**src/mips_pkg.sv**
```systemverilog
`default_nettype none

package mips_pkg;

    typedef logic [31:0] word_t;
    typedef logic [4:0]  reg_adr_t;
    typedef logic [5:0]  opcode_t;
    typedef logic [5:0]  funct_t;
    typedef logic [3:0]  lane_en_t;                   // Bit i covers byte i
    typedef logic [1:0]  width_t;
    typedef logic [2:0]  wb_src_t;
    typedef logic [1:0]  dst_sel_t;

    // Access width
    localparam width_t WIDTH_NONE = 2'd0;
    localparam width_t WIDTH_WORD = 2'd1;
    localparam width_t WIDTH_HALF = 2'd2;
    localparam width_t WIDTH_BYTE = 2'd3;

    // Write-back source
    localparam wb_src_t SRC_ALU  = 3'd0;
    localparam wb_src_t SRC_MEM  = 3'd1;
    localparam wb_src_t SRC_IMM  = 3'd2;
    localparam wb_src_t SRC_LINK = 3'd3;
    localparam wb_src_t SRC_MLU  = 3'd4;

    // Destination register select
    localparam dst_sel_t DST_RT = 2'd0;
    localparam dst_sel_t DST_RD = 2'd1;
    localparam dst_sel_t DST_RA = 2'd2;

    localparam opcode_t OP_SPECIAL = 6'h00;
    localparam opcode_t OP_JAL     = 6'h03;
    localparam opcode_t OP_LUI     = 6'h0f;
    localparam opcode_t OP_LB      = 6'h20;
    localparam opcode_t OP_LH      = 6'h21;
    localparam opcode_t OP_LW      = 6'h23;
    localparam opcode_t OP_LBU     = 6'h24;
    localparam opcode_t OP_LHU     = 6'h25;
    localparam opcode_t OP_SB      = 6'h28;
    localparam opcode_t OP_SH      = 6'h29;
    localparam opcode_t OP_SW      = 6'h2b;

    localparam funct_t FN_JR   = 6'h08;
    localparam funct_t FN_MFHI = 6'h10;
    localparam funct_t FN_MFLO = 6'h12;

    localparam int RD_LSB = 11;
    localparam int RT_LSB = 16;
    localparam int RS_LSB = 21;
    localparam int OP_LSB = RS_LSB + 5;               // Opcode sits right above rs

    localparam int RAM_WORDS = 256;
    localparam int RAM_AW    = 8;

endpackage

`default_nettype wire
```
**src/mem_stage.sv**
```systemverilog
`timescale 1ns/1ps
`default_nettype none

module mem_stage import mips_pkg::*; (
    input  wire                clk,
    input  wire                rst_n,
    input  word_t              instr,
    input  word_t              pc,
    input  word_t              alu_res,
    input  word_t              mlu_res,
    input  word_t              reg_rt,
    input  word_t              imm32,
    output logic [RAM_AW-1:0]  ram_adr,
    output word_t              ram_wdata,
    output lane_en_t           ram_be,
    output logic               ram_we,
    output reg_adr_t           w_dst,
    output logic               w_regw_en,
    output wb_src_t            w_src,
    output width_t             w_width,
    output logic               w_sign,
    output logic [1:0]         w_lane,
    output word_t              w_alu,
    output word_t              w_mlu,
    output word_t              w_imm,
    output word_t              w_link,
    output logic               w_fault
);

    logic     mem_we;
    logic     regw_en;
    dst_sel_t dst_sel;
    wb_src_t  wb_src;
    width_t   width;
    logic     sign_ext;
    logic     misaligned;
    lane_en_t lanes;
    reg_adr_t dst;

    mem_decode u_decode (
        .instr    (instr),
        .mem_we   (mem_we),
        .regw_en  (regw_en),
        .dst_sel  (dst_sel),
        .wb_src   (wb_src),
        .width    (width),
        .sign_ext (sign_ext)
    );

    assign misaligned = (width == WIDTH_HALF && alu_res[0]) ||
                        (width == WIDTH_WORD && alu_res[1:0] != 2'b00);

    always_comb begin
        case (width)
            WIDTH_WORD: lanes = 4'b1111;
            WIDTH_HALF: lanes = 4'b0011 << alu_res[1:0];
            WIDTH_BYTE: lanes = 4'b0001 << alu_res[1:0];
            default:    lanes = 4'b0000;
        endcase
    end

    assign ram_adr   = alu_res[RAM_AW+1:2];
    assign ram_wdata = reg_rt << {alu_res[1:0], 3'b000};  // Aligned lanes only
    assign ram_we    = mem_we && !misaligned;
    assign ram_be    = ram_we ? lanes : 4'b0000;

    always_comb begin
        case (dst_sel)
            DST_RD:  dst = instr[RD_LSB +: 5];
            DST_RA:  dst = 5'd31;
            default: dst = instr[RT_LSB +: 5];
        endcase
    end

    always_ff @(posedge clk or negedge rst_n) begin
        if (!rst_n) begin
            w_dst     <= '0;
            w_regw_en <= 1'b0;
            w_src     <= SRC_ALU;
            w_width   <= WIDTH_NONE;
            w_sign    <= 1'b0;
            w_lane    <= 2'b00;
            w_fault   <= 1'b0;
        end else begin
            w_dst     <= dst;
            w_regw_en <= regw_en && !misaligned;  // Faulting load writes nothing
            w_src     <= wb_src;
            w_width   <= width;
            w_sign    <= sign_ext;
            w_lane    <= alu_res[1:0];
            w_fault   <= misaligned;
        end
    end

    always_ff @(posedge clk) begin
        w_alu  <= alu_res;
        w_mlu  <= mlu_res;
        w_imm  <= imm32;
        w_link <= pc + 32'd8;
    end

endmodule

`default_nettype wire

```
**src/mem_decode.sv**
```systemverilog
`timescale 1ns/1ps
`default_nettype none

module mem_decode import mips_pkg::*; (
    input  word_t    instr,
    output logic     mem_we,
    output logic     regw_en,
    output dst_sel_t dst_sel,
    output wb_src_t  wb_src,
    output width_t   width,
    output logic     sign_ext
);

    opcode_t opcode;
    funct_t  funct;

    assign opcode = instr[OP_LSB +: 6];
    assign funct  = instr[5:0];

    always_comb begin
        // Unknown opcodes fall through to no write at all
        mem_we   = 1'b0;
        regw_en  = 1'b0;
        dst_sel  = DST_RT;
        wb_src   = SRC_ALU;
        width    = WIDTH_NONE;
        sign_ext = 1'b0;

        case (opcode)
            OP_SPECIAL: begin
                dst_sel = DST_RD;
                if (funct == FN_MFHI || funct == FN_MFLO) begin
                    regw_en = 1'b1;
                    wb_src  = SRC_MLU;
                end else if (funct != FN_JR) begin
                    regw_en = 1'b1;                   // Plain ALU result
                end
            end
            OP_LW, OP_LH, OP_LHU, OP_LB, OP_LBU: begin
                regw_en  = 1'b1;
                wb_src   = SRC_MEM;
                sign_ext = (opcode == OP_LH || opcode == OP_LB);
                if (opcode == OP_LW) begin
                    width = WIDTH_WORD;
                end else if (opcode == OP_LH || opcode == OP_LHU) begin
                    width = WIDTH_HALF;
                end else begin
                    width = WIDTH_BYTE;
                end
            end
            OP_SW: begin
                mem_we = 1'b1;
                width  = WIDTH_WORD;
            end
            OP_SH: begin
                mem_we = 1'b1;
                width  = WIDTH_HALF;
            end
            OP_SB: begin
                mem_we = 1'b1;
                width  = WIDTH_BYTE;
            end
            OP_LUI: begin
                regw_en = 1'b1;
                wb_src  = SRC_IMM;
            end
            OP_JAL: begin
                regw_en = 1'b1;
                dst_sel = DST_RA;
                wb_src  = SRC_LINK;
            end
            default: ;
        endcase
    end

endmodule

`default_nettype wire

```
**config.mk**
```make
export PLATFORM = sky130hd
export DESIGN_NAME = mem_stage
export DESIGN_NICKNAME = d
export VERILOG_FILES = /design/src/mips_pkg.sv /design/src/mem_stage.sv /design/src/mem_decode.sv
export SDC_FILE = /design/constraint.sdc
export NUM_CORES = 1
export LEC_CHECK = 0
export ABC_AREA = 1
export BUFFER_PORTS_ARGS = -buffer_cell sky130_fd_sc_hd__buf_2
export CORE_AREA = 8 8 144 146
export DETAILED_ROUTE_END_ITERATION = 10
export DIE_AREA = 0 0 152 154
export PLACE_DENSITY_LB_ADDON = 0.2
export SLEW_MARGIN = 20
export SYNTH_ARGS = -nofsm -noshare
export SYNTH_HDL_FRONTEND = slang
export SYNTH_SLANG_ARGS = --single-unit
```
**constraint.sdc**
```tcl
create_clock -name clk -period 1.1 [get_ports clk]
set_clock_uncertainty 0.15 [all_clocks]
set_input_delay 0.11 -clock clk [delete_from_list [all_inputs] [get_ports clk]]
set_output_delay 0.11 -clock clk [all_outputs]
set_load 0.1 [all_outputs]
```
==> metrics.txt <==
Period minus WS final 1.55 ns; Synth area leaders dfxtp_1 (56%), dfrtp_1 (8.2%), nand2_1 (5.8%), nor2_1 (3.8%), inv_1 (3.4%); commonest cells in the netlist dfxtp_1 (128), nand2_1 (71), nor2_1 (46); Async SR Flop Fraction 10.5%; I/O Buffers 371; die boundary height approximately 150 um; TritonCTS Buffers 17; Post-Syn Instances between 400 and 500; cell accounting for the most synthesized area dfxtp_1; most used flip-flop cell after synthesis dfxtp_1; Layout Nets 1303; Starting DRT DRC Count approximately 200; layout cell share with drive strength beyond 1 between 70% and 80%; count leader, synth dfxtp_1; area grow syn2layout 203%; total track usage 23.0%; crit path launch type primary input; die area 23400 sq um; clock root buffer clkbuf_16; endpoints failing setup ~200; H-tree depth 4; Final HPWL DP 19.7 mm; Non-Filler Instances 1356; Final Cycle Share 141%; residual DRC count 0; failing checks negative hold slack, negative setup slack; count of different cell masters after synthesis 35; core area 18500 sq um; worst hold path type primary input to flop; vias in the first global route 6598; Power Dens Cells 1320 nW/um^2; CP Max Fanout 4; FILL cells 1091; outcome finished with violations; Final Total Pwr approximately 18 mW; max_slew headroom 74.0%; Seq/Total Area, Yosys between 60 and 70%; Starting Density 24.8%; Vias/cell 4.33; placed cells 1154; Ports roughly 380; Peak Freq 646 MHz; worst slew pin tran 0.390 ns; Die W approximately 150 um; Vias between 5000 and 6000; first-pass GRT wire length slightly above 40 mm; setup TNS -23.92 ns; RSZ-0062 raised after global routing yes; Cell Rows 50; largest net degree at the start of global routing 17; Pleak 6.44 nW; crit end category primary output; Post-Syn Area 4570 sq um; clk slew on worst S/H paths 0.06 ns; Slew Limit Fails 0; final hold violations 3; post-route ant nets 0; register bit count reported by yosys 143; CP Class primary input to primary output; wire per inst 20.1 um; max_cap viols 0; clk buf depth 2; final setup margin -0.449 ns; Worst Path Required 0.84 ns; CTS tree done; RD Place Congestion 0.876; Critical Path AT 1.29 ns; worst hold margin -0.0677 ns; CTS Sinks 143; 1st-pass router iterations 4; total gr overflow 0; Net Count, Synth 653; initial antenna violation count 4; Post-synth EDFFs 0; worst vdd ir 0.00104 V; syn_area_per_cell 10.0 sq um; synth warn 0; share of the synthesized area in the top cell type 56.1%; final wirelength 27.2 mm
==> logic make-up after synthesis <==
group,synth area share (%)
and+or+nand+nor,19.2
adders and majority gates,0.822
xor gates and xnor gates,4.79
DFF,64.3
buffers and inverters,5.51
AOI/OAI and AO/OA,5.37
==> critical path, cell delays in order <==
cell and delay (ns):
buf_2 0.12, nand2_2 0.05, inv_2 0.06, nand3_2 0.10
nand2_2 0.07, nand2_2 0.08, nand3_2 0.10, nand3_4 0.09
buf_6 0.11, nand3_4 0.10, nor2_4 0.11, buf_12 0.18
==> cells in the final DEF (no fill, tap or decap), drive strengths merged <==
cell and instances:
xnor2 10, clkinvlp 1, o21ai 25, diode 3, buf 501, clkbuf 19, inv 51, nand2 77
dfxtp 128, nor4 3, xor2 15, dfrtp 15, ha 3, nor3 13, dlymetal6s4s 3, o211ai 1
a21oi 6, clkinv 4, nand3 26, a31oi 1, nor2 54, nand4 9, a22oi 9, nor3b 2
o2111ai 1, dlygate4sd3 141, bufinv 1
==> state kept, by name, summed over array words and instances, names as in the netlist <==
signal / cells
w_alu: 32
w_dst: 5
w_fault: 1
w_imm: 32
w_lane: 2
w_link: 32
w_mlu: 32
w_regw_en: 1
w_sign: 1
w_src: 3
w_width: 2
==> worst paths after layout <==
check	startpoint	to	slack, ns	cells past startpoint
setup / recovery	instr[26]	ram_be[1]	-0.45	12
hold / removal	instr[5]	w_src[2]	-0.07	5
min in group asynchronous	rst_n	w_lane[0]	0.06	2
max in group asynchronous	rst_n	w_width[1]	0.43	2
==> where the power goes <==
group          leakage, nW  internal, mW  switching, mW
sequential            1.25          5.53          0.239
clock                0.296          3.33           2.47
combinational         4.89          2.59           4.05
==> cell type report <==
class	instances	area, sq um	share of cell area (%)
Inverter	44	194	1.40
Timing Repair Buffer	645	7340	53.0
Clock buffer	19	453	3.27
Multi-Input combinational cell	255	2290	16.6
Sequential cell	143	3120	22.6
Clock inverter	13	139	1.00
Antenna cell	3	7.51	0.0542
Tap cell	234	293	2.11
==> per-layer routing <==
metal,vias to the layer above,wire length [um],track usage (%)
met5,-,8,0
met4,2,702,7.81
met3,40,1730,7.34
met2,246,15000,43.9
met1,2814,9740,23.2
li1,2776,-,-
==> timing repair <==
action,CTS,global route
buffers inserted,27,0
gates cloned,1,0
hold endpoints to repair,152,8
pin swaps,48,21
gates resized for setup,98,29
setup endpoints to repair,185,204
hold buffers,145,6
==> stage by stage <==
step           utilization [%]  setup slack (ns)  area, sq um
2_1_floorplan                -            -0.421         5500
3_3_place_gp              60.4            -0.588        11100
3_5_place_dp              60.4            -0.607        11100
4_1_cts                   74.7            -0.424        13800
5_1_grt                   75.0            -0.528        13800
6_report                  75.0            -0.449        13800
No activity file was read; power rests on OpenSTA's default activity.
