===== src/mips_pkg.sv =====
`default_nettype none

package mips_pkg;

    typedef logic [31:0] word_t;
    typedef logic [4:0]  reg_adr_t;
    typedef logic [5:0]  opcode_t;
    typedef logic [5:0]  funct_t;
    typedef logic [3:0]  lane_en_t;                   // Bit i covers byte i
    typedef logic [1:0]  width_t;
    typedef logic [2:0]  wb_src_t;
    typedef logic [1:0]  dst_sel_t;

    // Access width
    localparam width_t WIDTH_NONE = 2'd0;
    localparam width_t WIDTH_WORD = 2'd1;
    localparam width_t WIDTH_HALF = 2'd2;
    localparam width_t WIDTH_BYTE = 2'd3;

    // Write-back source
    localparam wb_src_t SRC_ALU  = 3'd0;
    localparam wb_src_t SRC_MEM  = 3'd1;
    localparam wb_src_t SRC_IMM  = 3'd2;
    localparam wb_src_t SRC_LINK = 3'd3;
    localparam wb_src_t SRC_MLU  = 3'd4;

    // Destination register select
    localparam dst_sel_t DST_RT = 2'd0;
    localparam dst_sel_t DST_RD = 2'd1;
    localparam dst_sel_t DST_RA = 2'd2;

    localparam opcode_t OP_SPECIAL = 6'h00;
    localparam opcode_t OP_JAL     = 6'h03;
    localparam opcode_t OP_LUI     = 6'h0f;
    localparam opcode_t OP_LB      = 6'h20;
    localparam opcode_t OP_LH      = 6'h21;
    localparam opcode_t OP_LW      = 6'h23;
    localparam opcode_t OP_LBU     = 6'h24;
    localparam opcode_t OP_LHU     = 6'h25;
    localparam opcode_t OP_SB      = 6'h28;
    localparam opcode_t OP_SH      = 6'h29;
    localparam opcode_t OP_SW      = 6'h2b;

    localparam funct_t FN_JR   = 6'h08;
    localparam funct_t FN_MFHI = 6'h10;
    localparam funct_t FN_MFLO = 6'h12;

    localparam int RD_LSB = 11;
    localparam int RT_LSB = 16;
    localparam int RS_LSB = 21;
    localparam int OP_LSB = RS_LSB + 5;               // Opcode sits right above rs

    localparam int RAM_WORDS = 256;
    localparam int RAM_AW    = 8;

endpackage

`default_nettype wire

===== src/wb_stage.sv =====
`timescale 1ns/1ps
`default_nettype none

module wb_stage import mips_pkg::*; (
    input  word_t        rdata,
    input  reg_adr_t     w_dst,
    input  wire          w_regw_en,
    input  wb_src_t      w_src,
    input  width_t       w_width,
    input  wire          w_sign,
    input  wire  [1:0]   w_lane,
    input  word_t        w_alu,
    input  word_t        w_mlu,
    input  word_t        w_imm,
    input  word_t        w_link,
    input  wire          w_fault,
    output reg_adr_t     regw_adr,
    output word_t        reg_write,
    output logic         mem_fault
);

    logic [7:0]  byte_val;
    logic [15:0] half_val;
    word_t       load_data;
    word_t       wb_data;
    logic        wr_ok;

    assign byte_val = rdata[8 * w_lane +: 8];
    assign half_val = w_lane[1] ? rdata[31:16] : rdata[15:0];

    always_comb begin
        case (w_width)
            WIDTH_HALF: begin
                load_data = {{16{w_sign & half_val[15]}}, half_val};
            end
            WIDTH_BYTE: begin
                load_data = {{24{w_sign & byte_val[7]}}, byte_val};
            end
            default: begin
                load_data = rdata;                    // Whole word
            end
        endcase
    end

    always_comb begin
        case (w_src)
            SRC_MEM:  wb_data = load_data;
            SRC_IMM:  wb_data = w_imm;
            SRC_LINK: wb_data = w_link;
            SRC_MLU:  wb_data = w_mlu;
            default:  wb_data = w_alu;
        endcase
    end

    // Register 0 is never reported as a target
    assign wr_ok     = w_regw_en && (w_dst != 5'd0);
    assign regw_adr  = wr_ok ? w_dst : 5'd0;
    assign reg_write = wr_ok ? wb_data : 32'd0;
    assign mem_fault = w_fault;

endmodule

`default_nettype wire


===== config.mk =====
export PLATFORM = sky130hd
export DESIGN_NAME = wb_stage
export DESIGN_NICKNAME = d
export VERILOG_FILES = /design/src/mips_pkg.sv /design/src/wb_stage.sv
export SDC_FILE = /design/constraint.sdc
export NUM_CORES = 1
export LEC_CHECK = 0
export BUFFER_PORTS_ARGS = -buffer_cell sky130_fd_sc_hd__buf_2
export CAP_MARGIN = 20
export CORE_MARGIN = 4
export CORE_UTILIZATION = 25
export DETAILED_ROUTE_END_ITERATION = 16
export GPL_ROUTABILITY_DRIVEN = 0
export PLACE_DENSITY_LB_ADDON = 0.2
export SETUP_SLACK_MARGIN = 0.15
export SYNTH_ARGS = -nofsm -noshare
export SYNTH_HDL_FRONTEND = slang
export SYNTH_SLANG_ARGS = --single-unit
export TNS_END_PERCENT = 50

===== constraint.sdc =====
create_clock -name vclk -period 1.7
set_clock_uncertainty 0.15 [all_clocks]
set_input_delay 0.255 -clock vclk [all_inputs]
set_output_delay 0.255 -clock vclk [all_outputs]
set_load 0.01 [all_outputs]

==> summary.md, run 1 <==
| Metric | Value |
|---|---|
| Die area | `11000 sq um` |
| Pwr Total | `0.00122 W` |
| Worst hold start | `w_fault` |
| Final hold violation count | `0` |
| Synth top area cells | `o21ai_0 11%, a21oi_1 8.8%, mux2i_1 6.4%` |
| Die H | `105 um` |
| Hold Path Class | `input port to output pin` |
| Std cell rows | `35` |
| Wire per inst | `18.5 um` |
| Total Neg Setup Slack | `-8430 ps` |
| Grt ovf | `0` |
| Seq/Total Area, Yosys | `0%` |
| FF+latch area | `0 sq um` |
| Post-Syn Nets | `549` |
| Arrival time worst endpoint | `1600 ps` |
| Status | `finished, violations left` |
| Port bufs | `211` |
| Slew Viols, Final | `0` |
| Slowest stage cell, crit path | `or4_4` |
| Total GRT Usage | `21.1%` |
| FILL cells | `921` |
| Area of the mapped netlist | `2340 sq um` |
| Post-CTS Hold Fix Bufs | `0` |
| CP delay by family, top | `simple AND/OR/NAND/NOR gates` |
| DR vias/cell | `5.43` |
| Routed WL | `13200 um` |
| WHS | `360 ps` |
| Antenna violations before repair | `2` |
| Die W | `105 um` |
| Area grow syn2layout | `91.0%` |
| Buffers & Inverters on Critical Path | `3` |
| LEAKAGE | `2.12 nW` |
| Period utilization | `118%` |
| Failing checks | `setup timing` |
| Final #Nets | `778` |
| Count leader, synth | `o21ai_0` |
| RSZ-0062 raised after global routing | `yes` |
| First-pass GRT wire length | `19100 um` |
| Final min period | `2000 ps` |
| FFs & Latches | `0` |
| CP Data Required Time | `1290 ps` |
| CP max stage delay | `520 ps` |
| Top-area cell type share of the netlist area | `10.7%` |
| GR Layer Usage met3 | `2.72%` |
| Share of layout cells above drive strength 1 | `63.2%` |
| Crit path launch type | `input port` |
| Initial Utilization | `25.5%` |
| Routing usage on met2 | `37.8%` |
| PwrDens | `272 nW/um^2` |
| Ports | `213` |
| Pin count of the biggest net entering global routing | `34` |
| CP cell instances | `buf_6, or4_4, o21a_4, clkbuf_16, o21ai_1, a21oi_2, buf_2` |
| Met1 Usage GRT | `27.1%` |
| Dpl hpwl | `9950 um` |
| Syn Inst Count | `374` |
| Worst Setup SP | `w_dst[0]` |
| GRT busiest layer | `met2` |
| Initial DRC count | `173` |
| Number of routed nets with antenna violations | `0` |
| Vias after detailed routing | `3875` |
| Final worst setup slack | `-303 ps` |
| Vias in the first global route | `3752` |
| Synth warn | `0` |
| Multi-input combinational cell area | `2460 sq um` |
| Top cells by count, synth | `50 x o21ai_0, 41 x a21oi_1, 33 x nor2_1, 22 x clkbuf_1, 18 x inv_1` |
| Post-Syn Area per Cell | `6.25 sq um` |
| Unique masters post-synth | `45` |
| Rel. slew slack | `64.7%` |
| Yosys top cell by area | `o21ai_0` |
| Endpoints failing setup | `32` |
| Fmax | `499 MHz` |
| TritonRoute pass-1 iters | `4` |
| Max-cap violations | `0` |
| Setup crit end kind | `output pin` |
| Max VDD drop | `118 uV` |
| Worst slew pin tran | `529 ps` |
| Clkbuf count | `0` |
| Remaining DRCs | `0` |
| Worst setup path class | `input port to output pin` |
| CP Max Fanout | `5` |
| Core Region | `9150 sq um` |
-- cell usage in the layout (no fill, tap or decap), types with 5 or more instances in the layout --
master    synthesis  final
a21oi_1          41     34
a21oi_2          10     17
a221o_1           9      9
a221oi_2          5      6
a22o_1            6      6
and2_1            6      5
and3_1           17     17
buf_12            0      9
buf_2            12    207
buf_4             4     34
buf_6             4      9
buf_8             1      5
inv_1            18     18
mux2i_1          15      9
nand2b_1         12     12
nor2_1           33     29
nor2b_1           8      7
nor3_2           12     19
o21ai_0          50     14
o21ai_1          12     22
o21ai_2           1     25
o22ai_1          12     12
o32ai_1          17     11
o32ai_2           0      6
or2b_1            5      5
-- cell families (layout without fill, tap and decap cells) --
family / Yosys count / in the layout / share of synthesized area [%]
xor gates and xnor gates: 1 / 1 / 0.375
other: 0 / 1 / 0
buffers and inverters: 63 / 288 / 13.2
and+or+nand+nor: 122 / 124 / 31.0
muxes: 15 / 15 / 6.42
AOI/OAI and AO/OA: 173 / 173 / 48.9
-- path summary, 6_finish.rpt --
| kind | end | slack (ps) | depth (start not counted) |
|---|---|---|---|
| worst min-delay path | mem_fault | 360 | 0 |
| worst max-delay path | reg_write[28] | -300 | 7 |
-- per-layer routing --
layer  share of wire [%]  routed length [um]
met4                 2.4                 316
met3                 5.7                 747
met2                  50                6540
met1                  42                5560
met5               0.091                  12
-- per-stage QoR --
step / util [%] / worst slack, ps / instance area (sq um) / std cells
global placement: 41.4 / -356 / 3780 / 698
floorplan: - / -119 / 2400 / 374
CTS: 43.7 / -303 / 4000 / 702
global route: 48.8 / -345 / 4460 / 713
detailed placement: 41.4 / -373 / 3780 / 698
finish: 48.8 / -303 / 4460 / 713
-- power by group --
group,internal [W],total [W],switching [W]
clock network,0.0000000000787,0.0000000000787,0
registers,0,0,0
logic,0.000608,0.00122,0.000607
-- what timing repair did --
item	CTS	global route
gates resized for setup	53	91
endpoints found under the hold margin	0	0
pin swaps	4	21
buffers inserted	0	6
setup endpoints to repair	32	32
gates cloned	4	4
-- area by class of cell --
cell class	count	area share, %
diodes	1	0.0561
multi-input cells	313	55.1
repair buffers	269	40.1
inverters	19	1.65
well taps	111	3.11
Note: power is estimated with default switching activity, not from simulation.
==> run 2: changes to the inputs <==
==> constraint.sdc (replaced) <==
create_clock -name vclk -period 2.05
set_clock_uncertainty 0.15 [all_clocks]
set_input_delay 0.41 -clock vclk [all_inputs]
set_output_delay 0.41 -clock vclk [all_outputs]
set_load 0.01 [all_outputs]
==> summary.md, run 2 (synthesized netlist as in run 1, its figures left out) <==
| Metric | Value |
|---|---|
| Status | `finished, violations left` |
| Failing checks | `setup timing` |
| Rel. slew slack | `62.4%` |
| Final hold violation count | `0` |
| Hold Path Class | `input port to output pin` |
| Std cell rows | `35` |
| Met1 Usage GRT | `27.4%` |
| Initial DRC count | `286` |
| DR vias/cell | `5.49` |
| Max VDD drop | `99.4 uV` |
| Final worst setup slack | `-264 ps` |
| Pin count of the biggest net entering global routing | `34` |
| Total GRT Usage | `21.6%` |
| Routing usage on met2 | `38.5%` |
| Port bufs | `211` |
| Ports | `213` |
| CP Data Required Time | `1490 ps` |
| Pwr Total | `0.000981 W` |
| RSZ-0062 raised after global routing | `yes` |
| Sw power | `0.000491 W` |
| Worst setup path class | `input port to output pin` |
| Final min period | `2310 ps` |
| Initial Utilization | `25.5%` |
| Internal power | `0.000490 W` |
| Slew Viols, Final | `0` |
| Period utilization | `113%` |
| Remaining DRCs | `0` |
| Area grow syn2layout | `86.9%` |
| Arrival time worst endpoint | `1750 ps` |
| Routed WL | `13100 um` |
| Final #Nets | `777` |
| Dpl hpwl | `9950 um` |
| CP Max Fanout | `7` |
| Grt ovf | `0` |
| Die W | `105 um` |
| Wire per inst | `18.4 um` |
| Fmax | `432 MHz` |
| Die H | `105 um` |
| Clkbuf count | `0` |
| GRT busiest layer | `met2` |
| GR Layer Usage met3 | `3.21%` |
| Endpoints failing setup | `32` |
| Post-CTS Hold Fix Bufs | `0` |
| WHS | `670 ps` |
| PwrDens | `225 nW/um^2` |
| First-pass GRT wire length | `19500 um` |
| Setup crit end kind | `output pin` |
| LEAKAGE | `2.09 nW` |
| Commonest non-fill, non-tap cell in the layout | `buf_2` |
| Share of layout cells above drive strength 1 | `61.5%` |
| Max-cap violations | `0` |
| Worst slew pin tran | `562 ps` |
| FF+latch area | `0 sq um` |
| Vias after detailed routing | `3907` |
| Core Region | `9150 sq um` |
| FFs & Latches | `0` |
| Number of routed nets with antenna violations | `0` |
| Die area | `11000 sq um` |
| Dpl ws | `-343 ps` |
| Crit path launch type | `input port` |
| TritonRoute pass-1 iters | `5` |
| Leading cell types in the layout, fill and taps excluded | `206 x buf_2, 38 x a21oi_1, 34 x buf_4` |
| Switch share | `50.1%` |
| Antenna violations before repair | `3` |
| Vias in the first global route | `3816` |
| Combinational Power Share | `100.0%` |
| Clock network fraction of total power | `0%` |
| Sequential Power Share | `0%` |
| FILL cells | `985` |
## run 2: per-layer routing
metal  vias to the layer above  wire (um)
li1                       1858          -
met1                      1825       5310
met2                       188       6620
met3                        32        847
met4                         4        323
met5                         -         25
## run 2: power by group through the flow
stage	clock network [W]	registers, W	logic, W
floorplan	0	0	0.000431
global placement	0	0	0.000816
detailed placement	0	0	0.000828
CTS	0	0	0.000918
global route	0.0000000000654	0	0.00106
finish	0.0000000000652	0	0.000981
## run 2: worst paths after layout
kind       endpoint  slack (ps)  cells after the start     start
max   reg_write[10]        -260                      7  w_src[1]
min       mem_fault         670                      0   w_fault
## run 2: stage by stage
| stage | instance area (sq um) | utilization [%] | TNS (ps) | cells |
|---|---|---|---|---|
| after floorplan | 2400 | - | -1050 | 374 |
| after global placement | 3780 | 41.4 | -8400 | 698 |
| after detailed placement | 3780 | 41.4 | -9130 | 698 |
| after CTS | 4120 | 45.0 | -7810 | 707 |
| after global routing | 4370 | 47.7 | -8550 | 712 |
| final | 4370 | 47.7 | -6990 | 712 |
## run 2: layout make-up
type / count / area [sq um] / area share, %
multi-input combinational: 312 / 2390 / 54.6
timing repair buffer: 269 / 1770 / 40.4
tap: 111 / 139 / 3.18
inverter: 19 / 73.8 / 1.69
antenna: 1 / 2.50 / 0.0573
## run 2: repair_timing
item                                    4_1_cts  5_1_grt
setup buffers                                 4        3
endpoints found under the hold margin         0        0
pin swaps                                     8       20
gates resized for setup                      72       59
endpoints found under the setup margin       32       32
cloned                                        5        1
## run 2: worst max-delay path: stages
cell,delay [ps]
buf_8,90
buf_6,140
or2b_1,230
a221o_1,340
a221oi_2,310
nor3_2,90
buf_2,150
==> run 3: changes to the inputs <==
- GPL_TIMING_DRIVEN: unset -> 0
- SETUP_SLACK_MARGIN: 0.15 -> 0.05
- clock period: 2.05 -> 2.1 ns (I/O delays scaled with it)
==> summary.md, run 3 (synthesized netlist as in run 1, its figures left out) <==
| Metric | Value |
|---|---|
| Status | `finished, violations left` |
| Failing checks | `setup timing` |
| Grt ovf | `0` |
| CP cell instances | `buf_8, or3b_4, buf_8, or2_1, a221oi_2, nor3_2, buf_2` |
| Commonest non-fill, non-tap cell in the layout | `buf_2` |
| Std cell rows | `35` |
| Final #Nets | `777` |
| Leading cell types in the layout, fill and taps excluded | `206 x buf_2, 32 x a21oi_1, 30 x nor2_1` |
| Clock network fraction of total power | `0%` |
| TritonRoute pass-1 iters | `4` |
| Crit path launch type | `input port` |
| DR vias/cell | `5.40` |
| Total GRT Usage | `21.4%` |
| FILL cells | `960` |
| Number of routed nets with antenna violations | `0` |
| Antenna violations before repair | `1` |
| Sw power | `0.000504 W` |
| Clkbuf count | `0` |
| Initial DRC count | `159` |
| LEAKAGE | `2.08 nW` |
| CP delay by family, top | `simple AND/OR/NAND/NOR gates` |
| Max VDD drop | `107 uV` |
| RSZ-0062 raised after global routing | `yes` |
| CP max stage delay | `430 ps` |
| Share of layout cells above drive strength 1 | `63.8%` |
| Buffers & Inverters on Critical Path | `3` |
| Arrival time worst endpoint | `1810 ps` |
| Internal power | `0.000465 W` |
| Area grow syn2layout | `89.3%` |
| Slowest stage cell, crit path | `or3b_4` |
| Core Region | `9150 sq um` |
| Non-Filler Instances | `711` |
| Dpl hpwl | `10200 um` |
| Worst hold start | `w_fault` |
| Crit. path cell count | `7` |
| PwrDens | `219 nW/um^2` |
| Wire per inst | `18.4 um` |
| Setup crit end kind | `output pin` |
| Fmax | `420 MHz` |
| Final worst setup slack | `-282 ps` |
| Period utilization | `113%` |
| Slew Viols, Final | `0` |
| Max-cap violations | `0` |
| Vias after detailed routing | `3837` |
| Post-CTS Hold Fix Bufs | `0` |
| Ports | `213` |
| Pin count of the biggest net entering global routing | `11` |
| CP Max Fanout | `8` |
| Number of antenna diodes | `0` |
| Worst setup path class | `input port to output pin` |
| Most used cell, CP | `buf_8` |
| CP Data Required Time | `1530 ps` |
| FF+latch area | `0 sq um` |
| Remaining DRCs | `0` |
| Die H | `105 um` |
| Placed Instances | `694` |
| Final min period | `2380 ps` |
| Dpl ws | `-926 ps` |
| Met2 wire length | `6670 um` |
| Met1 wire length | `5470 um` |
| Die W | `105 um` |
| FFs & Latches | `0` |
| Final hold violation count | `0` |
| Rel. slew slack | `72.8%` |
| Worst hold path cell count | `2` |
| Vias in the first global route | `3889` |
| Initial Utilization | `25.5%` |
| Combinational Power Share | `100.0%` |
| WHS Endpoint | `mem_fault` |
| First-pass GRT wire length | `19400 um` |
| Hold Path Class | `input port to output pin` |
| Routed WL | `13100 um` |
| Switch share | `52.0%` |
| Port bufs | `209` |
| Die area | `11000 sq um` |
| Endpoints failing setup | `32` |
| DR WL met3 | `680 um` |
| Worst slew pin tran | `408 ps` |
| Top sig layer | `met5` |
| Sequential Power Share | `0%` |
## run 3: cell count changes in the layout (fill, tap and decap cells not counted), sizes merged
cell,delta
clkbuf,+18
buf,-16
bufbuf,-1
diode,-1
or3b,-1
## run 3: how the worst max path moves through the flow
stage | start | end
after floorplan | w_src[2] | reg_write[13]
after global placement | w_src[1] | reg_write[5]
after detailed placement | w_src[1] | reg_write[5]
after CTS | w_src[1] | reg_write[13]
after global routing | w_src[0] | reg_write[30]
final | w_src[1] | reg_write[12]
## run 3: power by group through the flow
stage,clock (W),combinational [W],sequential (W)
after floorplan,0,0.000421,0
after global placement,0,0.000742,0
after detailed placement,0,0.000752,0
after CTS,0,0.000878,0
after global routing,0,0.00105,0
final,0,0.000969,0
## run 3: metrics by stage
step / TNS [ps] / hold slack, ps / utilization, % / power, W / cell area (sq um)
CTS: -6840 / 879 / 44.6 / 0.000878 / 4090
global route: -8830 / 887 / 48.3 / 0.00105 / 4420
floorplan: -445 / 782 / - / 0.000421 / 2400
detailed placement: -21140 / 879 / 39.1 / 0.000752 / 3580
global placement: -20210 / 877 / 39.1 / 0.000742 / 3580
finish: -7010 / 876 / 48.3 / 0.000969 / 4420
## run 3: layout make-up
| class | instances | area (sq um) | area share [%] |
|---|---|---|---|
| Inverter | 19 | 71.3 | 1.61 |
| Buffer | 42 | 404 | 9.13 |
| Timing Repair Buffer | 228 | 1290 | 29.2 |
| Multi-Input combinational cell | 311 | 2520 | 56.9 |
| Tap cell | 111 | 139 | 3.14 |
## run 3: repair_timing
item / 4_1_cts / 5_1_grt
setup endpoints to repair: 32 / 32
buffers inserted: 11 / 4
gates cloned: 2 / 2
endpoints found under the hold margin: 0 / 0
resized for setup: 127 / 74
pin swaps: 16 / 16
## run 3: layer usage
| layer | vias to the layer above | global-route usage [%] |
|---|---|---|
| li1 | 1854 | - |
| met1 | 1821 | 27.1 |
| met2 | 141 | 38.8 |
| met3 | 19 | 3.09 |
| met4 | 2 | 3.56 |
| met5 | - | 0 |
